### config.mk
export PLATFORM = sky130hd
export DESIGN_NAME = i2s_rx_flat
export DESIGN_NICKNAME = d
export VERILOG_FILES = /design/src/source/audio_pkg.sv /design/src/source/i2s_if.sv /design/src/source/i2s_rx.sv /design/src/flat_wrapper.sv
export SDC_FILE = /design/constraint.sdc
export NUM_CORES = 1
export LEC_CHECK = 0
export ABC_AREA = 1
export BUFFER_PORTS_ARGS = -buffer_cell sky130_fd_sc_hd__buf_2
export CORE_MARGIN = 2
export CORE_UTILIZATION = 47
export DETAILED_ROUTE_END_ITERATION = 12
export GPL_TIMING_DRIVEN = 0
export PLACE_DENSITY_LB_ADDON = 0.1
export SYNTH_ARGS = -nofsm -noshare
export SYNTH_HDL_FRONTEND = slang
export SYNTH_SLANG_ARGS = --single-unit
### constraint.sdc
create_clock -name ck -period 0.8 [get_ports ck]
set_clock_uncertainty 0.1 [all_clocks]
set_input_delay 0.08 -clock ck [delete_from_list [all_inputs] [get_ports ck]]
set_output_delay 0.08 -clock ck [all_outputs]
set_load 0.05 [all_outputs]
### src/source/audio_pkg.sv
// Audio sample, frame and coefficient types shared by the capture path,
// the RAMs and the multiply-accumulate sequencer.
// Modules take what they need with a wildcard import in their header.
`default_nettype none

package audio_pkg;

    localparam int SAMPLE_W = 16;
    localparam int FRAME_W  = 8;
    localparam int CHAN_W   = 2;
    localparam int ACC_W    = 40;
    localparam int COEF_W   = 32;

    // Taps per output channel
    localparam int TAPS  = 8;
    localparam int TAP_W = $clog2(TAPS);

    // Coefficient word fields, low bit of each
    localparam int COEF_GAIN_LSB  = 0;
    localparam int COEF_DELAY_LSB = 16;
    localparam int COEF_CHAN_LSB  = 24;

    typedef logic signed [SAMPLE_W-1:0] sample_t;
    typedef logic [FRAME_W-1:0]         frame_t;
    typedef logic [CHAN_W-1:0]          chan_t;

    // Channel sits above frame
    typedef logic [CHAN_W+FRAME_W-1:0]  audio_addr_t;

    typedef logic [COEF_W-1:0]          coef_t;

    // Output select bit above tap number
    typedef logic [TAP_W:0]             coef_addr_t;

    typedef logic signed [ACC_W-1:0]    acc_t;

    typedef enum logic [1:0] {
        st_idle,
        st_fetch,
        st_mac,
        st_store
    } seq_state_t;

endpackage

`default_nettype wire

### src/source/i2s_if.sv
// Shared I2S bit timing. The clock generator drives it,
// the receivers and the transmitter follow it.
`timescale 1ns/10ps
`default_nettype none

interface i2s_if;

    logic       en;
    logic [5:0] bit_posn;
    logic       ws;
    logic       frame_start;

    modport source (output en, output bit_posn, output ws, output frame_start);

    modport shifter (input en, input bit_posn, input ws, input frame_start);

endinterface

`default_nettype wire

### src/source/i2s_rx.sv
// I2S receiver for one data line. Samples sd as sck rises and hands out
// the left and right words, MSB first and left-justified, once each
// half-frame has been shifted in.
`timescale 1ns/10ps
`default_nettype none

module i2s_rx
    import audio_pkg::*;
(
    input  logic    ck,
    input  logic    rst_n,
    i2s_if.shifter  i2s,
    input  logic    sd,
    output sample_t left,
    output sample_t right
);

    sample_t shift;

    // Even position means sck goes high on this enable
    always_ff @(posedge ck) begin
        if (i2s.en && !i2s.bit_posn[0]) begin
            shift <= {shift[SAMPLE_W-2:0], sd};
        end
    end

    always_ff @(posedge ck or negedge rst_n) begin
        if (!rst_n) begin
            left  <= '0;
            right <= '0;
        end else if (i2s.en && (i2s.bit_posn[4:0] == 5'd31)) begin
            // Last slot of the half-frame
            if (i2s.ws) begin
                right <= shift;
            end else begin
                left <= shift;
            end
        end
    end

endmodule

`default_nettype wire

### src/flat_wrapper.sv
// flat-port wrapper written by rule: the top's interface ports become plain ports
module i2s_rx_flat import audio_pkg::*;
  (ck, rst_n, sd, left, right, i2s_en, i2s_bit_posn, i2s_ws, i2s_frame_start);
  i2s_if i2s_i ();
  input  logic ck;
  input  logic rst_n;
  input  logic sd;
  output sample_t left;
  output sample_t right;
  input wire logic [$bits(i2s_i.en)-1:0] i2s_en;
  input wire logic [$bits(i2s_i.bit_posn)-1:0] i2s_bit_posn;
  input wire logic [$bits(i2s_i.ws)-1:0] i2s_ws;
  input wire logic [$bits(i2s_i.frame_start)-1:0] i2s_frame_start;
  assign i2s_i.en = i2s_en;
  assign i2s_i.bit_posn = i2s_bit_posn;
  assign i2s_i.ws = i2s_ws;
  assign i2s_i.frame_start = i2s_frame_start;
  i2s_rx u_core (.ck(ck), .rst_n(rst_n), .i2s(i2s_i), .sd(sd), .left(left), .right(right));
endmodule
==> results.toml <==
[pwr]
finalPower_uw = 6539
p_int_uw = 4512
switching_share_pct = 31.00
ir_worst_vdd_uv = 1382
seq_power_share_pct = 45.7
switchingPower_uw = 2027
power_leakage_uw = 0.001270
share_comb_of_total_power_pct = 25.7
powerDensity_nw_per_um2 = 2402
p_clk_share_pct = 28.5

[finish]
multi_input_area_um2 = 559.3
drive_gt1_share_pct = 50.90
diodes = 0
syn_to_final_growth_pct = 44.20
nets = 233
n_fill_cell = 305
regArea_um2 = 1321
final_cell_count_no_fill = 272
design_area_um2 = 2723

[setup_path]
worstPathArrival_ns = 0.88
end_kind = "primary output"
path_buf_inv = 1
path_depth = 1
cp_slowest_cell = "dfrtp_2"
timing.rr.start = "u_core.right[11]"
start_kind = "flip-flop"
crit_start = "u_core.right[11]"
cp_cell_sequence = "buf_6"
worstPathMaxFanout = 2
cp-endpoint = "right[11]"
crit_type = "flip-flop to primary output"
r2r_setup_slack_ns = -0.05
timing.rr.end = "u_core.right[11]"
reg2reg_depth = 3
critPathTopFamily = "flip-flops"
slowest_delay_ns = 0.43
crit_required_ns = 0.62

[sta]
slew_violations = 0
period_share_pct = 132.9
hold_slack_ns = -0.2840
fin_ws_ns = -0.2634
tightest_slew_ns = 0.6877
fin_crit_ns = 1.063
hold_violations = 36
max_freq_ghz = 0.9404
rsz0062_at_grt = "yes"
relSlewSlack_pct = 54.15
finalSetupViolCount = 57

[placed_design]
hpwl_um = 2778
placed_area_um2 = 2236
place_inst = 255
pre_cts_ws_ns = -0.3501
portBuffers = 40
gp_congestion = 0.8065

[route]
num_vias = 1400
drcViolationCount = 0
drt_iter0_drc = 56
wl_per_cell_um = 15.23
vias_per_cell = 5.147
drt_pass1_iterations = 4
antenna_left = 0
routed_wl_um = 4142

[yosys]
postSynth.asyncResetShare_pct = 66.67
yosys.area.top_type = "dfrtp_1"
yosys_register_bits = 48
yosys_most_used_dff = "dfrtp_1"
avgSynthCellArea_um2 = 11.44
yosysWarnings = 0
synth_edf_count = 16
synth_common_cells = "65 x nand2_1, 32 x dfrtp_1, 32 x nand4_1"
synth_nets = 177
syn_area_um2 = 1888
synth.distinct_cells = 13
synth_most_common_cell = "nand2_1"
synth_cells = 165
ys_seq_area_share_pct = 67.86
synth_top_area_share_pct = 42.41
synthTopCellsByArea = "dfrtp_1 42%, edfxtp_1 25%, nand2_1 13%, nand4_1 11%, buf_4 2.0%"

[floorplanning]
die_width_um = 67.38
die_h_um = 67.38
coreArea_um2 = 3943
start_util_pct = 47.89
rows = 23
dieArea_um2 = 4540
io_pins = 44

[outcome]
violations = "negative hold slack, negative setup slack"
status = "finished, violations left"

[global_routing]
antenna_found_initial = 0
overflow = 0
grt_pass1_vias = 1342
grt_max_degree = 33
grt_pass1_wl_um = 6686
use_met1_pct = 28.12
grtUsageTotal_pct = 20.54
met2_usage_pct = 30.82
grt_util_met3_pct = 5.333
top_usage_layer = "met2"

[cts]
ctsHoldBuffers = 1
h-tree-depth = 2
clkSinkCount = 48
clk_pin_slew_worst_paths_ns = 0.08
cts_root_buf = "clkbuf_8"
numCtsBuffers = 5
cts_tree = "done"
clkLatencyLatePin_ns = 0.30
clock_path_buffers = 2

[worst_hold_path]
holdCritPathClass = "primary input to asynchronous set/reset pin"

[flow_run]
maxCapViolations = 0
==> power groups by stage <==
stage	Sequential, µW	Clock (µW)	Combinational, µW
4_1_cts	2990	1910	1650
5_1_grt	3020	2030	1790
2_1_floorplan	3710	0	250
3_3_place_gp	2970	0	1310
3_5_place_dp	2980	0	1330
6_report	2990	1870	1680
==> metal layers <==
| metal | vias up | part of all wire, % |
|---|---|---|
| li1 | 679 | - |
| met1 | 659 | 43 |
| met2 | 54 | 50 |
| met3 | 8 | 5.5 |
| met4 | 0 | 1.9 |
| met5 | - | 0 |
==> metrics by stage <==
stage	setup TNS (ns)	hold WS [ns]	util, %
after floorplan	-1.839	-0.3156	-
after global placement	-14.66	0.04803	56.71
after detailed placement	-15.84	0.07255	56.71
after CTS	-8.575	-0.2573	66.65
after global routing	-10.42	-0.2192	69.06
final	-8.323	-0.2840	69.06
==> registers in the layout, indices dropped and copies added, names as in the netlist <==
register and count:
u_core.right 16, u_core.shift 16, u_core.left 16
==> cell families after synthesis <==
kind of cell	count (synthesis)	share of synthesized area (%)
AND/OR/NAND/NOR	103	27.30
flip-flops	48	67.86
buffers and inverters	14	4.838
==> timing repair <==
| item | CTS | global route |
|---|---|---|
| endpoints found under the setup margin | 83 | 93 |
| pin swaps | 42 | 19 |
| endpoints found under the hold margin | 38 | 35 |
| buffers inserted | 4 | 4 |
| resized for setup | 72 | 13 |
| cloned | 0 | 1 |
==> worst min path at each step <==
stage,cells past startpoint,slack (ns),from,to
6_report,1,-0.28,rst_n,u_core.right[10]
5_1_grt,1,-0.22,rst_n,u_core.left[7]
4_1_cts,1,-0.26,rst_n,u_core.left[8]
3_5_place_dp,1,0.07,rst_n,u_core.left[8]
3_3_place_gp,1,0.05,rst_n,u_core.right[7]
2_1_floorplan,0,-0.32,rst_n,u_core.left[0]
==> area by class of cell <==
type	count	area share [%]
clock inverters	1	1.103
clock buffers	7	3.539
multi-input cells	103	20.54
plain buffers	11	3.309
well taps	50	2.298
flip-flops and latches	48	48.53
inverters	3	1.057
repair buffers	49	19.62
==> placed cells by master (no fill, tap or decap), types with 2 or more instances in the layout <==
cell       n
nand2_1   60
buf_6     41
nand4_1   32
dfrtp_2   32
edfxtp_1  16
buf_2      8
clkbuf_8   7
buf_4      6
nand2_2    4
nand2_4    2
inv_4      2
nand3_4    2
Power figures use the tool's default switching activity.
