===== src/source/i2s_if.sv =====
// Shared I2S bit timing. The clock generator drives it,
// the receivers and the transmitter follow it.
`timescale 1ns/10ps
`default_nettype none

interface i2s_if;

    logic       en;
    logic [5:0] bit_posn;
    logic       ws;
    logic       frame_start;

    modport source (output en, output bit_posn, output ws, output frame_start);

    modport shifter (input en, input bit_posn, input ws, input frame_start);

endinterface

`default_nettype wire


===== src/source/i2s_clock.sv =====
// I2S bit clock generator. Divides ck by DIVIDER into bit enables and
// counts 64 positions per frame; sck and ws are bits of that position.
// frame_start marks the enable on which the position wraps to 0.
`timescale 1ns/10ps
`default_nettype none

module i2s_clock #(
    parameter int DIVIDER = 6
) (
    input  logic   ck,
    input  logic   rst_n,
    i2s_if.source  i2s,
    output logic   sck
);

    localparam int                DIV_W    = $clog2(DIVIDER);
    localparam logic [DIV_W-1:0]  DIV_LAST = DIV_W'(DIVIDER - 1);

    logic [DIV_W-1:0] div_cnt;
    logic [5:0]       posn;
    logic             en;

    assign en = (div_cnt == DIV_LAST);

    always_ff @(posedge ck or negedge rst_n) begin
        if (!rst_n) begin
            div_cnt <= '0;
            posn    <= '0;
        end else begin
            if (en) begin
                div_cnt <= '0;
                posn    <= posn + 6'd1;
            end else begin
                div_cnt <= div_cnt + 1'b1;
            end
        end
    end

    assign i2s.en          = en;
    assign i2s.bit_posn    = posn;
    assign i2s.ws          = posn[5];
    assign i2s.frame_start = en && (posn == 6'd63);

    assign sck = posn[0];

endmodule

`default_nettype wire


===== src/flat_wrapper.sv =====
// flat-port wrapper written by rule: the top's interface ports become plain ports
module i2s_clock_flat 
#(
    parameter int DIVIDER = 6
)
  (ck, rst_n, sck, i2s_en, i2s_bit_posn, i2s_ws, i2s_frame_start);
  i2s_if i2s_i ();
  input  logic ck;
  input  logic rst_n;
  output logic sck;
  output wire logic [$bits(i2s_i.en)-1:0] i2s_en;
  output wire logic [$bits(i2s_i.bit_posn)-1:0] i2s_bit_posn;
  output wire logic [$bits(i2s_i.ws)-1:0] i2s_ws;
  output wire logic [$bits(i2s_i.frame_start)-1:0] i2s_frame_start;
  assign i2s_en = i2s_i.en;
  assign i2s_bit_posn = i2s_i.bit_posn;
  assign i2s_ws = i2s_i.ws;
  assign i2s_frame_start = i2s_i.frame_start;
  i2s_clock #(.DIVIDER(DIVIDER)) u_core (.ck(ck), .rst_n(rst_n), .i2s(i2s_i), .sck(sck));
endmodule

===== config.mk =====
export PLATFORM = sky130hd
export DESIGN_NAME = i2s_clock_flat
export DESIGN_NICKNAME = d
export VERILOG_FILES = /design/src/source/i2s_if.sv /design/src/source/i2s_clock.sv /design/src/flat_wrapper.sv
export SDC_FILE = /design/constraint.sdc
export NUM_CORES = 1
export LEC_CHECK = 0
export BUFFER_PORTS_ARGS = -buffer_cell sky130_fd_sc_hd__buf_2
export CAP_MARGIN = 0
export CORE_AREA = 2 2 39 41
export DETAILED_ROUTE_END_ITERATION = 8
export DIE_AREA = 0 0 41 43
export PLACE_DENSITY = 0.63
export SLEW_MARGIN = 20
export SYNTH_ARGS = -nofsm -noshare
export SYNTH_HDL_FRONTEND = slang
export SYNTH_SLANG_ARGS = --single-unit
export TNS_END_PERCENT = 1

===== constraint.sdc =====
create_clock -name ck -period 1.3 [get_ports ck]
set_input_delay 0.26 -clock ck [delete_from_list [all_inputs] [get_ports ck]]
set_output_delay 0.26 -clock ck [all_outputs]
set_load 0.01 [all_outputs]

==> summary by stage <==
Status
The flow ran to the end, but the final reports show violations. The checks that failed: negative setup slack.

Clock tree
In this run the deepest clock path goes through 2 buffers. The clock tree from TritonCTS is done. CTS built an H-tree with a depth of 1. The clock reaches the later pin of the worst-skew pair after about 260 ps. The TritonCTS sink count is 9. Counting the buffers created by CTS gives 3. The root buffer cell chosen for the clock tree is sky130_fd_sc_hd__clkbuf_4. After clock tree synthesis, the clock-pin slew on the worst setup and hold paths is about 60 ps.

Global route
After global routing the overflow that remains totals 0. The met1 global-route usage is 13.4%. The pin count of the biggest net entering global routing is 10. Global routing consumed, on the met2 layer, around 16% of the routing resources.

The initial antenna violation count is 0. The via count of the first global-routing pass is 310. Global routing consumed, over all layers together, 11.4% of the routing resources. The layer carrying the most global-route usage is met2. Global routing consumed, on the met3 layer, 3.14% of the routing resources. The first global-routing pass estimated 1270 um of wire.

Timing
The number of max-slew violations in the final report was 0. The final setup slack of the worst path is -95.7 ps. The smallest clock period supported by the final layout is computed as 1400 ps. The worst-case clock skew is 3.15 ps. Setup violations remaining at the end of the flow were counted as 2.

The worst pin sits at a relative slew slack of 86.2%. Setup repair after global routing could not meet its margin everywhere. The transition time at the pin with the least slew margin is around 210 ps.

For this run, the top clock speed supported by timing is 0.716 GHz. Of the available clock period, the critical path in the final layout requires 107%. The final number of hold-violating endpoints came to 0.

Synth
The proportion of netlist area held by the largest area contributor is 54.5%. The compound-cell area share of the yosys netlist is 1.21%. The number of synthesized flops with an enable pin is 0. The post-synthesis adder-cell area fraction is 3.03%. Synthesis handed over a netlist of 35 instances.

The flop and latch count out of synthesis is 9. The fraction of the mapped netlist area in simple logic gates is 16.4%. The xor and xnor area share after synthesis is 10.6%. The sequential-to-total area share from yosys stat is between 50% and 60%. The most repeated cell in the gate-level netlist after synthesis is sky130_fd_sc_hd__dfrtp_1. The async set-reset flop share out of synthesis is 100%.

The number of different library cells in the post-synthesis netlist is 18. The combinational family with the most area after synthesis is simple AND/OR/NAND/NOR gates. By area the synthesized netlist is led by sky130_fd_sc_hd__dfrtp_1 55%, sky130_fd_sc_hd__xnor2_1 8.5%, sky130_fd_sc_hd__buf_4 3.6%, sky130_fd_sc_hd__mux2_4 3.6%, sky130_fd_sc_hd__nand2_1 3.6%. Each instance of the synthesized netlist takes up on average 11.8 sq um. The biggest area contributor in the post-synthesis netlist is sky130_fd_sc_hd__dfrtp_1. When the netlist entered floorplanning its net count stood at 38. The dominant register cell in the synthesized netlist is sky130_fd_sc_hd__dfrtp_1.

In the synthesized netlist, mux cells make up 6.06% of the area. In this run the cell area of the synthesized design comes to slightly above 400 sq um. Sorting the synthesized cells by how often they occur yields 9 x sky130_fd_sc_hd__dfrtp_1, 4 x sky130_fd_sc_hd__nand2_1, 4 x sky130_fd_sc_hd__xnor2_1.

The total number of yosys warnings is 0.

Floorplan
The die is 41 um wide. The floorplan step defined a core boundary enclosing 1380 sq um. The number of primary I/O pins is 12.

The initial utilization of the core area, before any placement, comes to 29.8%. The number of rows in the core area is 14. Measured along the y axis, the die boundary spans around 43 um. The die covers 1760 sq um.

Setup path
The required time of the worst setup path is 1040 ps. The internal reg-to-reg setup slack is roughly 150 ps. The startpoint-to-endpoint class of the critical path is flip-flop to output pin.

Data on the critical path arrives at its endpoint at 1140 ps. Along the worst path, the maximum fanout reaches 3. The kind of launch point of the worst setup path is a flip-flop.

STA classifies the critical path endpoint as an output pin.

Route
The routed layout has 313 vias. The average wire length per cell after detail routing is between 10 and 15 um. After detailed routing, the total wire length is 784 um. The number of violations reported at the end of detailed-routing iteration 0 is 0. The ratio of routed vias to standard cells is 4.41.

For this run, design rule violations remaining after detail routing come to 0. For this run, the detailed router's first-pass iteration total came to 1. In this run the remaining antenna-violating nets after routing total 0.

Placed design
The half-perimeter wire length after detailed placement is 546 um. The placed instances occupy a cell area of 484 sq um. The count of buffers inserted at the top-level ports is 11. Counting tap cells, the placed design contains a total of between 60 and 70 instances.

Routability-driven placement finished with a final weighted congestion of 0.585.

Flow run
Max-cap violations in this run came to 0.

Hold path
The path category of the worst min-delay check is input pin to asynchronous set/reset pin.

Layout
With fillers left out, the area of the finished cells amounts to around 550 sq um. The area occupied by multi-input gates is about 150 sq um. 0 antenna diodes ended up in the layout. Excluding fillers, the count of instances in the completed layout stands at 71. The footprint of the flip-flops and latches is ~230 sq um.

Relative to the synthesized area, the layout overhead comes to 33.3%. The proportion of layout cells with a drive suffix above 1 is 40.0%. The filler cells instantiated in the layout total 138.

The net count of the finished layout is 59.

Power and ir drop
VDD sags by at most 338 uV. The leakage power is roughly 0.31 nW. Dividing total power by cell area gives a power density of 912 nW/um^2.
==> area by class of cell <==
type                            count  share of cell area [%]
Multi-Input combinational cell     21                    28.0
Sequential cell                     9                    40.9
Timing Repair Buffer               19                    21.4
Inverter                            2                    1.36
Tap cell                           16                    3.64
Clock buffer                        4                    4.77
==> worst max-delay path: stages (launching register included) <==
cell                      delay [ps]
sky130_fd_sc_hd__dfrtp_1         370
sky130_fd_sc_hd__and3b_1         240
sky130_fd_sc_hd__nand2_1          60
sky130_fd_sc_hd__nor2_1           70
sky130_fd_sc_hd__buf_2           130
==> per-stage QoR <==
stage	utilization, %	TNS, ps	setup slack, ps	hold slack, ps	power, mW
2_1_floorplan	-	0	114	-35.6	0.285
3_3_place_gp	35.0	0	143	121	0.292
3_5_place_dp	35.0	0	135	127	0.292
4_1_cts	39.8	-221	-116	377	0.518
5_1_grt	39.8	-323	-187	405	0.537
6_report	39.8	-185	-95.7	377	0.502
==> final timing paths <==
path	endpoint	start	cells past startpoint
max	i2s_frame_start	u_core.div_cnt[1]$_DFF_PN0_	4
min	u_core.i2s.bit_posn[1]$_DFFE_PN0N_	rst_n	2
max reg2reg	u_core.i2s.bit_posn[1]$_DFFE_PN0N_	u_core.div_cnt[1]$_DFF_PN0_	3
min reg2reg	u_core.i2s.bit_posn[5]$_DFFE_PN0N_	u_core.i2s.bit_posn[5]$_DFFE_PN0N_	1
max in group asynchronous	u_core.div_cnt[2]$_DFF_PN0_	rst_n	2
min in group ck	u_core.i2s.bit_posn[5]$_DFFE_PN0N_	u_core.i2s.bit_posn[5]$_DFFE_PN0N_	1
==> flip-flops by register name, indices dropped and copies added (netlist names) <==
register             flops
u_core.div_cnt           3
u_core.i2s.bit_posn      6
==> cell usage in the layout (no fill, tap or decap), drive strengths merged <==
cell	count
nand4	2
and4b	1
mux2	1
nand3	1
nor2	1
inv	2
buf	18
xnor2	4
o21ai	1
nand2b	1
xor2	1
dlygate4sd3	1
dfrtp	9
and3b	1
and2	1
mux2i	1
ha	1
nand2	4
clkbuf	4
==> logic make-up (layout without fill, tap and decap cells) <==
logic type                 count (synthesis)  after routing
and+or+nand+nor                           12             12
AOI/OAI and AO/OA                          1              1
xor gates and xnor gates                   5              5
buffers and inverters                      5             25
DFF                                        9              9
adders and majority gates                  1              1
muxes                                      2              2
==> metal layers <==
layer | vias to the layer above | routed length [um]
met2 | 10 | 389
met5 | - | 0
li1 | 155 | -
met3 | 0 | 60
met4 | 0 | 0
met1 | 148 | 334
==> what timing repair did <==
| action | in CTS | in global routing |
|---|---|---|
| pin swaps | 1 | 0 |
| endpoints found under the setup margin | 2 | 2 |
| hold buffers | 1 | 0 |
| hold endpoints to repair | 9 | 0 |
| setup buffers | 4 | 0 |
| gates cloned | 0 | 0 |
| resized for setup | 0 | 0 |
==> report_power, final <==
group          internal, mW  switching (mW)
registers             0.280               0
clock network         0.118          0.0952
logic               0.00306         0.00557
Note: power is estimated with default switching activity, not from simulation.
