$ cat config.mk
export PLATFORM = sky130hd
export DESIGN_NAME = sequencer
export DESIGN_NICKNAME = d
export VERILOG_FILES = /design/src/source/audio_pkg.sv /design/src/source/sequencer.sv
export SDC_FILE = /design/constraint.sdc
export NUM_CORES = 1
export LEC_CHECK = 0
export BUFFER_PORTS_ARGS = -buffer_cell sky130_fd_sc_hd__buf_2
export CAP_MARGIN = 15
export CORE_MARGIN = 2
export CORE_UTILIZATION = 45
export DETAILED_ROUTE_END_ITERATION = 10
export SLEW_MARGIN = 40
export SYNTH_ARGS = -nofsm -noshare
export SYNTH_HDL_FRONTEND = slang
export SYNTH_SLANG_ARGS = --single-unit
$ cat constraint.sdc
create_clock -name ck -period 10.8 [get_ports ck]
set_clock_uncertainty 0.15 [all_clocks]
set_input_delay 0.54 -clock ck [delete_from_list [all_inputs] [get_ports ck]]
set_output_delay 0.54 -clock ck [all_outputs]
set_load 0.02 [all_outputs]
$ cat src/source/audio_pkg.sv
// Audio sample, frame and coefficient types shared by the capture path,
// the RAMs and the multiply-accumulate sequencer.
// Modules take what they need with a wildcard import in their header.
`default_nettype none

package audio_pkg;

    localparam int SAMPLE_W = 16;
    localparam int FRAME_W  = 8;
    localparam int CHAN_W   = 2;
    localparam int ACC_W    = 40;
    localparam int COEF_W   = 32;

    // Taps per output channel
    localparam int TAPS  = 8;
    localparam int TAP_W = $clog2(TAPS);

    // Coefficient word fields, low bit of each
    localparam int COEF_GAIN_LSB  = 0;
    localparam int COEF_DELAY_LSB = 16;
    localparam int COEF_CHAN_LSB  = 24;

    typedef logic signed [SAMPLE_W-1:0] sample_t;
    typedef logic [FRAME_W-1:0]         frame_t;
    typedef logic [CHAN_W-1:0]          chan_t;

    // Channel sits above frame
    typedef logic [CHAN_W+FRAME_W-1:0]  audio_addr_t;

    typedef logic [COEF_W-1:0]          coef_t;

    // Output select bit above tap number
    typedef logic [TAP_W:0]             coef_addr_t;

    typedef logic signed [ACC_W-1:0]    acc_t;

    typedef enum logic [1:0] {
        st_idle,
        st_fetch,
        st_mac,
        st_store
    } seq_state_t;

endpackage

`default_nettype wire

$ cat src/source/sequencer.sv
// Multiply-accumulate sequencer. On start it runs the fixed program in the
// coefficient RAM: for each output and each tap it reads a delayed sample
// of one channel, scales it by a Q1.15 gain and sums. Each sum is shifted
// down by 15, saturated and stored as left, then right.
// Roughly three clocks per tap; done rises once right is stored.
`timescale 1ns/10ps
`default_nettype none

module sequencer
    import audio_pkg::*;
(
    input  logic        ck,
    input  logic        rst_n,
    input  logic        start,
    input  frame_t      frame,
    output coef_addr_t  coef_addr,
    input  coef_t       coef_data,
    output audio_addr_t audio_addr,
    input  sample_t     audio_data,
    output sample_t     left,
    output sample_t     right,
    output logic        done,
    output logic        busy,
    output logic        error,
    input  logic        error_clr
);

    localparam logic [TAP_W-1:0] TAP_LAST = TAP_W'(TAPS - 1);
    localparam acc_t             SAT_MAX  = 40'sd32767;
    localparam acc_t             SAT_MIN  = -40'sd32768;

    seq_state_t         state;
    frame_t             frame_r;
    logic               out_sel;
    logic [TAP_W-1:0]   tap;
    logic               fetch_wait;
    acc_t               acc;

    chan_t              tap_chan;
    frame_t             tap_delay;
    frame_t             tap_frame;
    sample_t            gain;
    logic signed [31:0] product;
    acc_t               scaled;
    sample_t            sat;

    assign coef_addr = {out_sel, tap};

    // Fields of the coefficient being worked on
    assign tap_chan  = coef_data[COEF_CHAN_LSB +: CHAN_W];
    assign tap_delay = coef_data[COEF_DELAY_LSB +: FRAME_W];
    assign gain      = coef_data[COEF_GAIN_LSB +: SAMPLE_W];

    // Delay wraps round the 256 frame ring
    assign tap_frame  = frame_r - tap_delay;
    assign audio_addr = {tap_chan, tap_frame};

    assign product = audio_data * gain;

    assign scaled = acc >>> 15;

    always_comb begin
        if (scaled > SAT_MAX) begin
            sat = 16'h7fff;
        end else if (scaled < SAT_MIN) begin
            sat = 16'h8000;
        end else begin
            sat = scaled[SAMPLE_W-1:0];
        end
    end

    assign busy = (state != st_idle);

    always_ff @(posedge ck or negedge rst_n) begin
        if (!rst_n) begin
            state      <= st_idle;
            frame_r    <= '0;
            out_sel    <= 1'b0;
            tap        <= '0;
            fetch_wait <= 1'b0;
            acc        <= '0;
            left       <= '0;
            right      <= '0;
            done       <= 1'b0;
        end else begin
            case (state)
                st_idle: begin
                    if (start) begin
                        frame_r    <= frame;
                        out_sel    <= 1'b0;
                        tap        <= '0;
                        acc        <= '0;
                        fetch_wait <= 1'b1;
                        done       <= 1'b0;
                        state      <= st_fetch;
                    end
                end
                st_fetch: begin
                    // First clock presents the tap address, second has the coefficient
                    if (fetch_wait) begin
                        fetch_wait <= 1'b0;
                    end else begin
                        state <= st_mac;
                    end
                end
                st_mac: begin
                    acc <= acc + acc_t'(product);
                    if (tap == TAP_LAST) begin
                        state <= st_store;
                    end else begin
                        tap        <= tap + 1'b1;
                        fetch_wait <= 1'b1;
                        state      <= st_fetch;
                    end
                end
                st_store: begin
                    if (out_sel) begin
                        right <= sat;
                        done  <= 1'b1;
                        state <= st_idle;
                    end else begin
                        left       <= sat;
                        out_sel    <= 1'b1;
                        tap        <= '0;
                        acc        <= '0;
                        fetch_wait <= 1'b1;
                        state      <= st_fetch;
                    end
                end
                default: state <= st_idle;
            endcase
        end
    end

    // Sticky until the host writes control
    always_ff @(posedge ck or negedge rst_n) begin
        if (!rst_n) begin
            error <= 1'b0;
        end else if (error_clr) begin
            error <= 1'b0;
        end else if (start && busy) begin
            error <= 1'b1;
        end
    end

endmodule

`default_nettype wire

==> results.toml <==
[global_route]
grt-ovfl-total = 0
grt_max_degree = 62
antenna_found_initial = 0
track_usage_pct = 21.0
grt_pass1_vias = 12118
use_met2_pct = 34.1
grt_use_met1_pct = 31.2
grt_pass1_wl_um = 61900
busiest_layer = "met2"
grt_use_met3_pct = 1.87

[detailed_routing]
dr.first_iter.drc_count = 550
wl_um = 35200
via_count = 11082
drc_errors = 0
drtPass1Iterations = 5
ant_nets = 0
wl_per_cell_um = 15.9
drt-vias-per-instance = 5.00

[die]
pin_count = 109
initial_core_util_pct = 46.0
die_x_um = 192
dieArea_mm2 = 0.0370
die_h_um = 192
core_area_mm2 = 0.0347
rows = 68

[sta]
finalCritPeriodShare_pct = 66.1
tightest_slew_ns = 0.792
hold_viol_final = 0
setup_violations = 0
hold_ws_ns = 0.182
timing.slew.headroom_pct = 47.2
rsz0062_at_grt = "false"
max_freq_ghz = 0.140
drv_slew = 0
setup_tns_ns = 0
period_needed_ns = 7.14

[placed_design]
io_buffers = 98
dp_hpwl_um = 29900
place_congestion = 0.833
place_area_mm2 = 0.0169

[synthesis]
async_flop_share_pct = 100
synth_ff_type = "dfrtp_1"
syn_area_mm2 = 0.0160
synth.distinct_cells = 61
synth_edf_count = 0
ys_warn_count = 0
synth_seq_cells = 89
syn_inst = 1697
syn_nets = 2212
postSynthAreaPerCell_um2 = 9.40
ys_seq_area_share_pct = 14.0

[clocking]
h-tree-depth = 3
clk_latency_ns = 0.35
clockBufferDepth = 2
ctsResizeCount = 0
cts_tree = "built"
cts_hold_buffers = 1
cts_sinks = 89
path_clk_slew_ns = 0.07
numCtsBuffers = 9
cts_setup_buffers = 0
root_buffer = "clkbuf_16"

[layout]
num-fill-cells = 3321
area_growth_pct = 7.82
n_antenna_cell = 0
fin_nets = 2274
stdcell_area_mm2 = 0.0172
final_cell_mix = "inv_1, fa_1, nand2_1, ha_1, and2_1"
seqCellArea_mm2 = 0.00223
multi_input_area_mm2 = 0.0119
drive_gt1_share_pct = 8.11
final_common_cell = "inv_1"

[run_status]
outcome = "completed"

[worst_setup_path]
arrival_ns = 7.26
crit_fanout = 16
required_ns = 10.92
end_kind = "flip-flop"
worstSetupPathType = "in -> reg"
critPathLaunchType = "input pin"

[job]
maxCapViolations = 0

[hold_path]
worstHoldPathType = "in -> reg"
-- worst max-delay path, stage by stage --
cell       delay (ns)
buf_2            0.30
nand2_1          0.20
inv_1            0.12
fa_1             0.54
fa_1             0.59
inv_1            0.21
fa_1             0.55
inv_1            0.05
fa_1             0.48
fa_1             0.49
inv_1            0.05
fa_1             0.49
inv_1            0.05
ha_1             0.34
a2111oi_0        0.55
o21ai_0          0.18
and4b_1          0.24
a211oi_1         0.28
o211a_1          0.29
o311ai_2         0.12
a21oi_1          0.30
o21ai_0          0.12
a31oi_1          0.17
-- logic make-up (layout without fill, tap and decap cells) --
family          count (synthesis)  after routing  synth area share, %
buf+inv                       487            553                 11.5
simple gates                  401            401                 11.9
compound gates                209            209                 8.12
fa+ha+maj                     455            455                 51.2
mux                            10             10                0.698
xor+xnor                       46             46                 2.52
flops                          89             89                 14.0
-- worst paths after layout --
path | from | to | slack (ns) | cells past startpoint
min reg2reg | right[1]$_DFFE_PN0P_ | right[1]$_DFFE_PN0P_ | 0.32 | 2
max | audio_data[15] | acc[38]$_DFFE_PN0P_ | 3.66 | 23
min | error_clr | error$_DFFE_PN0P_ | 0.18 | 2
max in group asynchronous | rst_n | acc[33]$_DFFE_PN0P_ | 9.07 | 3
max reg2reg | acc[15]$_DFFE_PN0P_ | acc[39]$_DFFE_PN0P_ | 4.83 | 19
min in group asynchronous | rst_n | frame_r[3]$_DFFE_PN0P_ | 0.51 | 2
-- synth_stat cells, types with 2 or more instances --
library cell  count  area, um2
buf_4             3       22.5
mux2_2            9        101
and2_1          114        713
o21bai_1          5       37.5
nor2b_1           2       12.5
nand3_1           9       45.0
a31oi_1           7       43.8
a21o_1           12       90.1
a22o_1           14        123
nand2b_1          9       56.3
nand4_1           5       31.3
o21a_1            6       45.0
xor2_1           18        158
fa_1            331       6630
nor4_1            3       18.8
o31ai_1           4       30.0
nor3_1            5       25.0
nand2_1         205        769
o21ai_0          76        380
a21oi_1          55        275
ha_1            124       1550
a32o_1            2       20.0
a211oi_1          4       30.0
a211o_1           3       26.3
o41ai_1           2       17.5
nor2_1           37        139
inv_1           431       1620
xnor2_1          28        245
or2_2             3       18.8
dfrtp_1          89       2230
clkbuf_1         52        195
-- per-stage QoR --
step	instances	util (%)	setup WS, ns
6_report	2218	49.6	3.66
5_1_grt	2218	49.6	3.18
4_1_cts	2218	49.6	3.65
3_5_place_dp	2202	48.6	3.31
3_3_place_gp	2201	48.6	3.33
2_1_floorplan	1697	-	4.08
-- flip-flops by register name, indices dropped and copies added (netlist names) --
signal      count
acc            40
left           16
right          16
frame_r         8
tap             3
state           2
done            1
error           1
fetch_wait      1
out_sel         1
-- routing by layer --
metal | vias to the layer above | share of wire [%]
li1 | 5208 | -
met1 | 5680 | 50
met2 | 173 | 46
met3 | 21 | 3.4
met4 | 0 | 1.1
met5 | - | 0
-- layout make-up --
class,instances,share of cell area (%)
Clock buffer,10,1.39
Multi-Input combinational cell,1121,69.3
Inverter,431,9.40
Timing Repair Buffer,107,3.32
Sequential cell,89,12.9
Clock inverter,5,0.378
Tap cell,455,3.31
Power is left out: the tool's default activity adds up to more than one toggle a clock period on the data nets, which glitch-free logic cannot reach.
