$ cat src/source/audio_pkg.sv
// Audio sample, frame and coefficient types shared by the capture path,
// the RAMs and the multiply-accumulate sequencer.
// Modules take what they need with a wildcard import in their header.
`default_nettype none

package audio_pkg;

    localparam int SAMPLE_W = 16;
    localparam int FRAME_W  = 8;
    localparam int CHAN_W   = 2;
    localparam int ACC_W    = 40;
    localparam int COEF_W   = 32;

    // Taps per output channel
    localparam int TAPS  = 8;
    localparam int TAP_W = $clog2(TAPS);

    // Coefficient word fields, low bit of each
    localparam int COEF_GAIN_LSB  = 0;
    localparam int COEF_DELAY_LSB = 16;
    localparam int COEF_CHAN_LSB  = 24;

    typedef logic signed [SAMPLE_W-1:0] sample_t;
    typedef logic [FRAME_W-1:0]         frame_t;
    typedef logic [CHAN_W-1:0]          chan_t;

    // Channel sits above frame
    typedef logic [CHAN_W+FRAME_W-1:0]  audio_addr_t;

    typedef logic [COEF_W-1:0]          coef_t;

    // Output select bit above tap number
    typedef logic [TAP_W:0]             coef_addr_t;

    typedef logic signed [ACC_W-1:0]    acc_t;

    typedef enum logic [1:0] {
        st_idle,
        st_fetch,
        st_mac,
        st_store
    } seq_state_t;

endpackage

`default_nettype wire

$ cat src/source/i2s_if.sv
// Shared I2S bit timing. The clock generator drives it,
// the receivers and the transmitter follow it.
`timescale 1ns/10ps
`default_nettype none

interface i2s_if;

    logic       en;
    logic [5:0] bit_posn;
    logic       ws;
    logic       frame_start;

    modport source (output en, output bit_posn, output ws, output frame_start);

    modport shifter (input en, input bit_posn, input ws, input frame_start);

endinterface

`default_nettype wire

$ cat src/source/i2s_tx.sv
// I2S transmitter. Loads left and right at frame start and shifts them
// out MSB first, changing sd on each falling edge of sck.
// The word shifts in zeros behind it, so sd idles low.
`timescale 1ns/10ps
`default_nettype none

module i2s_tx
    import audio_pkg::*;
(
    input  logic    ck,
    input  logic    rst_n,
    i2s_if.shifter  i2s,
    input  sample_t left,
    input  sample_t right,
    output logic    sd
);

    logic [2*SAMPLE_W-1:0] shift;

    always_ff @(posedge ck or negedge rst_n) begin
        if (!rst_n) begin
            shift <= '0;
        end else if (i2s.frame_start) begin
            shift <= {left, right};
        end else if (i2s.en && i2s.bit_posn[0]) begin
            // sck falls on this enable
            shift <= {shift[2*SAMPLE_W-2:0], 1'b0};
        end
    end

    assign sd = shift[2*SAMPLE_W-1];

endmodule

`default_nettype wire

$ cat src/flat_wrapper.sv
// flat-port wrapper written by rule: the top's interface ports become plain ports
module i2s_tx_flat import audio_pkg::*;
  (ck, rst_n, left, right, sd, i2s_en, i2s_bit_posn, i2s_ws, i2s_frame_start);
  i2s_if i2s_i ();
  input  logic ck;
  input  logic rst_n;
  input  sample_t left;
  input  sample_t right;
  output logic sd;
  input wire logic [$bits(i2s_i.en)-1:0] i2s_en;
  input wire logic [$bits(i2s_i.bit_posn)-1:0] i2s_bit_posn;
  input wire logic [$bits(i2s_i.ws)-1:0] i2s_ws;
  input wire logic [$bits(i2s_i.frame_start)-1:0] i2s_frame_start;
  assign i2s_i.en = i2s_en;
  assign i2s_i.bit_posn = i2s_bit_posn;
  assign i2s_i.ws = i2s_ws;
  assign i2s_i.frame_start = i2s_frame_start;
  i2s_tx u_core (.ck(ck), .rst_n(rst_n), .i2s(i2s_i), .left(left), .right(right), .sd(sd));
endmodule
$ cat config.mk
export PLATFORM = sky130hd
export DESIGN_NAME = i2s_tx_flat
export DESIGN_NICKNAME = d
export VERILOG_FILES = /design/src/source/audio_pkg.sv /design/src/source/i2s_if.sv /design/src/source/i2s_tx.sv /design/src/flat_wrapper.sv
export SDC_FILE = /design/constraint.sdc
export NUM_CORES = 1
export LEC_CHECK = 0
export CAP_MARGIN = 10
export CORE_ASPECT_RATIO = 2
export CORE_MARGIN = 8
export CORE_UTILIZATION = 40
export CTS_BUF_LIST = sky130_fd_sc_hd__clkbuf_16
export CTS_CLUSTER_DIAMETER = 120
export DETAILED_ROUTE_END_ITERATION = 12
export DONT_BUFFER_PORTS = 1
export MAX_ROUTING_LAYER = met4
export PLACE_DENSITY = 0.62
export RECOVER_POWER = 25
export SKIP_CTS_REPAIR_TIMING = 1
export SYNTH_ARGS = -nofsm -noshare
export SYNTH_HDL_FRONTEND = slang
export SYNTH_SLANG_ARGS = --single-unit
export TNS_END_PERCENT = 10
$ cat constraint.sdc
create_clock -name ck -period 1.51 [get_ports ck]
set_input_delay 0.302 -clock ck [delete_from_list [all_inputs] [get_ports ck]]
set_output_delay 0.302 -clock ck [all_outputs]
set_load 0.01 [all_outputs]
==> results of run 1 <==
==> Yosys cell counts <==
cell	count	area, sq um
buf_4	2	15.01
nand2b_1	31	193.9
o211ai_1	1	7.510
nand4b_1	31	271.5
buf_12	3	60.06
dfrtp_1	32	800.8
buf_6	1	11.26
nand2_1	32	120.1
and2_4	1	8.760
o21ai_2	1	8.760
inv_1	1	3.750
clkbuf_1	5	18.77
o311ai_2	1	16.27
o211ai_2	29	362.9
buf_2	9	45.04
==> layer usage <==
layer	global-route usage	part of all wire	vias up
li1	-	-	624
met1	0.1412	0.47	648
met2	0.1679	0.46	33
met3	0.04020	0.049	4
met4	0.05718	0.019	0
met5	-	0	-
==> power by group <==
| part | total [mW] | internal, mW | switching [mW] |
|---|---|---|---|
| clock | 0.922 | 0.588 | 0.334 |
| sequential | 0.998 | 0.948 | 0.0500 |
| combinational | 0.242 | 0.127 | 0.115 |
==> cell families (layout without fill, tap and decap cells) <==
family,count (synthesis),count (layout),synth area share
AND/OR/NAND/NOR,95,95,0.3057
AO/OA/AOI/OAI,32,32,0.2034
flip-flops,32,32,0.4118
buffers and inverters,21,10,0.07915
==> how the worst max path moves through the flow <==
stage | end | slack, ns | depth (start not counted)
2_1_floorplan | u_core.shift[19] | 0.59 | 4
3_3_place_gp | u_core.shift[28] | 0.39 | 2
3_5_place_dp | u_core.shift[28] | 0.35 | 2
4_1_cts | sd | 0.51 | 0
5_1_grt | sd | 0.51 | 0
6_report | sd | 0.53 | 0
==> per-stage QoR <==
step	util	power, mW
floorplan	-	1.262
global placement	0.3907	1.219
detailed placement	0.3907	1.232
CTS	0.4185	2.174
global route	0.4248	2.259
finish	0.4248	2.162
==> cell type report <==
class	count	area [sq um]
Clock inverter	2	7.507
Timing Repair Buffer	2	30.03
Clock buffer	5	125.1
Inverter	1	3.754
Sequential cell	32	800.8
Fill cell	483	2746
Tap cell	57	71.32
Multi-Input combinational cell	127	989.7
==> impl_metrics.toml, run 1 <==
[outcome]
status = "complete, no violations"

[finish]
syn_to_final_growth_pct = 4.312
fin_cells = 226
top_regs = "u_core.shift: 32 flops"
largest_register_ffs = 32
final_cell_mix = "32 x nand2_1, 32 x dfrtp_1, 31 x nand2b_1, 31 x nand4b_1, 29 x o211ai_2"
layout-drive-gt1-share = 0.2249
final_cell_area_sq_um = 2028
antenna_cells = 0
regMostFlops = "u_core.shift"
nets = 212

[clocking]
numCtsBuffers = 5
cts_root_buffer = "clkbuf_16"
cts_tree = "done"
insertion_delay_ns = 0.27
path_clk_slew_ns = 0.05
cts_sinks = 32
clockBufferDepth = 2
htree_num_levels = 2

[die]
rows = 36
die_x_um = 65.30
die_area_sq_um = 7483
initial_core_util = 0.4072
fp.dieH_um = 114.6
ios = 44
core-area_sq_um = 4775

[placement]
gp_congestion = 0.7163
port_buffers = 0
dpl_cell_area_sq_um = 1866
place_inst = 217
dp_hpwl_um = 2362
place_ws_ns = 0.3534

[global_routing]
grt_max_degree = 96
grt_usage = 0.1167
gr-total-overflow = 0
grt_pass1_vias = 1374
grt_pass1_wl_um = 6699
antenna_found_initial = 0

[sta]
skew_ns = 0.003177
hold_violations = 0
layout_min_cycle_time_ns = 0.9827
setup_violations = 0
fin_ws_ns = 0.5273
max_slew_margin = 0.6349
whs_ns = 0.1707
timing.final.crit_share = 0.6508
setup_tns_ns = 0
tightest_slew_ns = 0.5477
max_freq_ghz = 1.018
final_max_slew_viol_count = 0
rsz0062_at_grt = "false"

[worst_setup_path]
cp.arrival_ns = 0.68
crit_type = "reg -> out"
cp-start-kind = "register"
r2r_cells = 2
r2r_slack_ns = 0.71
cp-end-kind = "output port"
timing.rr.end = "u_core.shift[31]"
crit_required_ns = 1.21
crit_fanout = 2
reg2reg_from = "u_core.shift[31]"
critPathLaunch = "u_core.shift[31]"

[pwr]
p_per_area_nw_per_um2 = 1066
ir_drop_uv = 886.1
p_leak_nw = 0.8281

[detailed_routing]
postRouteAntennaNets = 0
post_drt_via_cell_ratio = 5.792
dr.pass1.iters = 4
wl_um = 4107
num_vias = 1309
post_drt_wl_per_cell_um = 18.17
drt_iter0_markers = 85
remaining_drc_errors = 0

[min_path]
hold_depth = 2
hold_class = "in -> reg"
hold_path_end = "u_core.shift[0]"
holdCritStartpoint = "right[0]"

[synth]
yosysUniqueCellTypes = 15
syn_nets = 223
synth_cells = 180
yosys_warnings = 0
mappedNetlistArea_sq_um = 1944
ys_ff_latch = 32
syn_area_per_cell_sq_um = 10.80
ys_seq_area_frac = 0.4118

[run]
drv_cap = 0
No activity file was read; power rests on OpenSTA's default activity.
==> run 2, diff against run 1 <==
--- a/config.mk
+++ b/config.mk
@@ -14,7 +14,7 @@
 export DETAILED_ROUTE_END_ITERATION = 12
 export DONT_BUFFER_PORTS = 1
 export MAX_ROUTING_LAYER = met4
-export PLACE_DENSITY = 0.62
+export PLACE_DENSITY = 0.64
 export RECOVER_POWER = 25
 export SKIP_CTS_REPAIR_TIMING = 1
 export SYNTH_ARGS = -nofsm -noshare
==> constraint.sdc (replaced) <==
create_clock -name ck -period 0.9 [get_ports ck]
set_input_delay 0.18 -clock ck [delete_from_list [all_inputs] [get_ports ck]]
set_output_delay 0.18 -clock ck [all_outputs]
set_load 0.01 [all_outputs]
==> impl_metrics.toml, run 2 (same netlist as run 1, synthesis figures left out) <==
[outcome]
status = "complete, but fails checks"
violations = "hold timing, setup timing"

[worst_setup_path]
cp-end-kind = "output port"
r2r_cells = 3
crit_slowest_cell = "dfrtp_1"
cp_top_family = "flip-flops"
cp.arrival_ns = 0.79
path_buf_inv = 1
cp.depth = 1
crit_fanout = 2
crit_type = "reg -> out"
cp-start-kind = "register"
slowest_delay_ns = 0.39
crit_chain = "buf_6"
crit_required_ns = 0.72

[min_path]
hold_class = "in -> async"

[finish]
layout-drive-gt1-share = 0.2471
final_cell_mix = "32 x nand2_1, 32 x dfrtp_1, 31 x nand2b_1, 31 x nand4b_1, 29 x o211ai_2"
final_cell_area_sq_um = 2101
regMostFlops = "u_core.shift"
nets = 216
largest_register_ffs = 32
top_regs = "u_core.shift: 32 flops"
antenna_cells = 0
syn_to_final_growth_pct = 8.044
fin_util = 0.4400

[clocking]
htree_num_levels = 2
clockBufferDepth = 2
cts_sinks = 32
cts_tree = "done"
path_clk_slew_ns = 0.05
numCtsBuffers = 5
insertion_delay_ns = 0.27
cts_root_buffer = "clkbuf_16"

[global_routing]
gr-total-overflow = 0
antenna_found_initial = 0
grt_pass1_vias = 1408
grt_max_degree = 96
grt_pass1_wl_um = 6879
grt_usage = 0.1193

[pwr]
p_int_mw = 2.832
p_per_area_nw_per_um2 = 1738
power_mw = 3.650
p_sw_mw = 0.8186
seqPwrFrac = 0.458
power_frac_clock = 0.426
ir_drop_uv = 1180
p_comb_frac = 0.117
p_leak_nw = 0.8696
p_sw_frac = 0.2243

[sta]
max_slew_margin = 0.8598
fin_ws_ns = -0.07073
setup_violations = 1
skew_ns = 0.002855
setup_tns_ns = -0.07073
rsz0062_at_grt = "true"
hold_violations = 32
layout_min_cycle_time_ns = 0.9707
max_freq_ghz = 1.030
timing.final.crit_share = 1.079
whs_ns = -0.4006
tightest_slew_ns = 0.2103
final_max_slew_viol_count = 0

[die]
ios = 44
die_area_sq_um = 7483
initial_core_util = 0.4072
die_x_um = 65.30
fp.dieH_um = 114.6
rows = 36
core-area_sq_um = 4775

[placement]
gp_congestion = 0.7118
dpl_cell_area_sq_um = 1953
port_buffers = 0
dp_hpwl_um = 2534

[detailed_routing]
wl_um = 4115
remaining_drc_errors = 0
post_drt_wl_per_cell_um = 17.81
post_drt_via_cell_ratio = 5.693
num_vias = 1315
postRouteAntennaNets = 0
dr.pass1.iters = 4
drt_iter0_markers = 124

[run]
drv_cap = 0
-- run 2: cell types whose count changed in the layout (fill, tap and decap cells not counted), sizes merged --
cell	previous run	this run
buf	1	6
clkinv	2	1
dlygate4sd3	1	0
inv	1	3
-- run 2: final timing paths --
kind                                    end  slack (ns)        startpoint
min                         u_core.shift[1]       -0.40             rst_n
max in group asynchronous  u_core.shift[23]        1.22             rst_n
max                                      sd       -0.07  u_core.shift[31]
min in group ck             u_core.shift[0]        0.03          right[0]
min reg2reg                 u_core.shift[3]        0.55   u_core.shift[2]
max reg2reg                u_core.shift[31]        0.06  u_core.shift[31]
-- run 2: cell type report --
class,instances,area [sq um]
timing repair buffer,6,98.84
inverter,1,3.754
multi-input combinational,127,989.7
clock buffer,5,125.1
sequential,32,800.8
clock inverter,3,11.26
tap,57,71.32
fill,476,2674
-- run 2: stage by stage --
stage | setup slack (ns) | std cells
after floorplan | 0.1040 | 180
after global placement | 0.07286 | 222
after detailed placement | 0.05942 | 222
after CTS | -0.08574 | 230
after global routing | -0.08738 | 231
final | -0.07073 | 231
-- run 2: metal layers --
metal | GRT usage | vias up | share of wire
met5 | - | - | 0
li1 | - | 633 | -
met3 | 0.03922 | 6 | 0.068
met1 | 0.1427 | 641 | 0.44
met4 | 0.05718 | 0 | 0.019
met2 | 0.1751 | 35 | 0.47
-- run 2: power groups by stage --
stage	Sequential (mW)	Combinational, mW	Clock, mW
after floorplan	1.67	0.444	0
after global placement	1.68	0.407	0
after detailed placement	1.69	0.423	0
after CTS	1.67	0.425	1.62
after global routing	1.69	0.468	1.66
final	1.67	0.426	1.55
==> run 3, diff against run 2 <==
--- a/config.mk
+++ b/config.mk
@@ -16,7 +16,6 @@
 export MAX_ROUTING_LAYER = met4
 export PLACE_DENSITY = 0.64
 export RECOVER_POWER = 25
-export SKIP_CTS_REPAIR_TIMING = 1
 export SYNTH_ARGS = -nofsm -noshare
 export SYNTH_HDL_FRONTEND = slang
 export SYNTH_SLANG_ARGS = --single-unit
==> impl_metrics.toml, run 3 (same netlist as run 1, synthesis figures left out) <==
[finish]
fillers = 476
regMostFlops = "u_core.shift"
largest_register_ffs = 32
nets = 216
multi_input_area_sq_um = 989.7
syn_to_final_growth_pct = 8.044
antenna_cells = 0
seqCellArea_sq_um = 800.8
top_regs = "u_core.shift: 32 flops"
layout-drive-gt1-share = 0.2471
final_cell_mix = "32 x nand2_1, 32 x dfrtp_1, 31 x nand2b_1, 31 x nand4b_1, 29 x o211ai_2"

[clocking]
numCtsBuffers = 5
insertion_delay_ns = 0.27
cts_root_buffer = "clkbuf_16"
htree_num_levels = 2
cts_sinks = 32
cts_tree = "done"
clockBufferDepth = 2
path_clk_slew_ns = 0.05

[worst_setup_path]
cp-start-kind = "register"
cp_top_family = "flip-flops"
crit_chain = "buf_6"
slowest_delay_ns = 0.39
crit_fanout = 2
crit_required_ns = 0.72
cp.arrival_ns = 0.79
crit_slowest_cell = "dfrtp_1"
cp-end-kind = "output port"
crit_type = "reg -> out"
path_buf_inv = 1

[pwr]
p_per_area_nw_per_um2 = 1738
p_leak_nw = 0.8696
ir_drop_uv = 1180
p_int_mw = 2.832
p_sw_mw = 0.8186
power_mw = 3.650
seqPwrFrac = 0.458
p_comb_frac = 0.117
p_sw_frac = 0.2242
power_frac_clock = 0.426

[sta]
timing.final.crit_share = 1.079
setup_tns_ns = -0.07073
hold_violations = 32
setup_violations = 1
fin_ws_ns = -0.07073
max_slew_margin = 0.8598
tightest_slew_ns = 0.2103
max_freq_ghz = 1.030
layout_min_cycle_time_ns = 0.9707
final_max_slew_viol_count = 0
rsz0062_at_grt = "true"
whs_ns = -0.4006
skew_ns = 0.002869

[outcome]
status = "complete, but fails checks"
violations = "hold timing, setup timing"

[global_routing]
grt_pass1_wl_um = 6886
grt_pass1_vias = 1408
grt_usage = 0.1195
antenna_found_initial = 0
grt_max_degree = 96
gr-total-overflow = 0

[detailed_routing]
wl_um = 4115
num_vias = 1315
post_drt_wl_per_cell_um = 17.81
dr.pass1.iters = 4
postRouteAntennaNets = 0
remaining_drc_errors = 0
drt_iter0_markers = 124
post_drt_via_cell_ratio = 5.693

[placement]
gp_congestion = 0.7118
dp_hpwl_um = 2534
place_ws_ns = 0.05942
port_buffers = 0

[die]
die_area_sq_um = 7483
die_x_um = 65.30
initial_core_util = 0.4072
fp.dieH_um = 114.6
ios = 44
core-area_sq_um = 4775
rows = 36

[min_path]
hold_class = "in -> async"

[run]
drv_cap = 0
run 3: cell counts in the layout (fill, tap and decap cells not counted):
No cell type changed its count.
run 3: what timing repair did:
action / in CTS / in global routing
hold endpoints to repair: 32 / 32
setup buffers: 0 / 1
endpoints found under the setup margin: 1 / 1
resized for setup: 1 / 0
run 3: layer usage:
metal  up-vias  global-route usage  wire [um]
met1       641              0.1439       1826
li1        633                   -          -
met5         -                   -          0
met4         0             0.05718         80
met3         6             0.03824        257
met2        35              0.1751       1950
run 3: worst paths after layout:
check                      slack (ns)  cells after the start               end        startpoint
setup / recovery                -0.07                      1                sd  u_core.shift[31]
hold / removal                  -0.40                      0   u_core.shift[1]             rst_n
setup reg to reg                 0.06                      3  u_core.shift[31]  u_core.shift[31]
hold reg to reg                  0.55                      2   u_core.shift[3]   u_core.shift[2]
max in group asynchronous        1.22                      0  u_core.shift[23]             rst_n
min in group ck                  0.03                      2   u_core.shift[0]          right[0]
run 3: power by group through the flow:
stage	clock, mW	combinational, mW	sequential [mW]
floorplan	0	0.444	1.67
global placement	0	0.407	1.68
detailed placement	0	0.423	1.69
global route	1.66	0.468	1.69
finish	1.55	0.426	1.67
CTS	1.62	0.428	1.67
run 3: cell type report:
type,count,share of cell area
multi-input cells,127,0.4711
flip-flops and latches,32,0.3812
clock buffers,5,0.05956
repair buffers,6,0.04705
well taps,57,0.03395
clock inverters,3,0.005360
inverters,1,0.001787
run 3: through the flow:
stage               instances  instance area, sq um  hold WS [ns]    util
finish                    231                  2101       -0.4006  0.4400
global route              231                  2101       -0.4134  0.4400
CTS                       230                  2093       -0.4092  0.4384
detailed placement        222                  1953       -0.1145  0.4091
global placement          222                  1953       -0.1143  0.4091
floorplan                 180                  1944       -0.1156       -
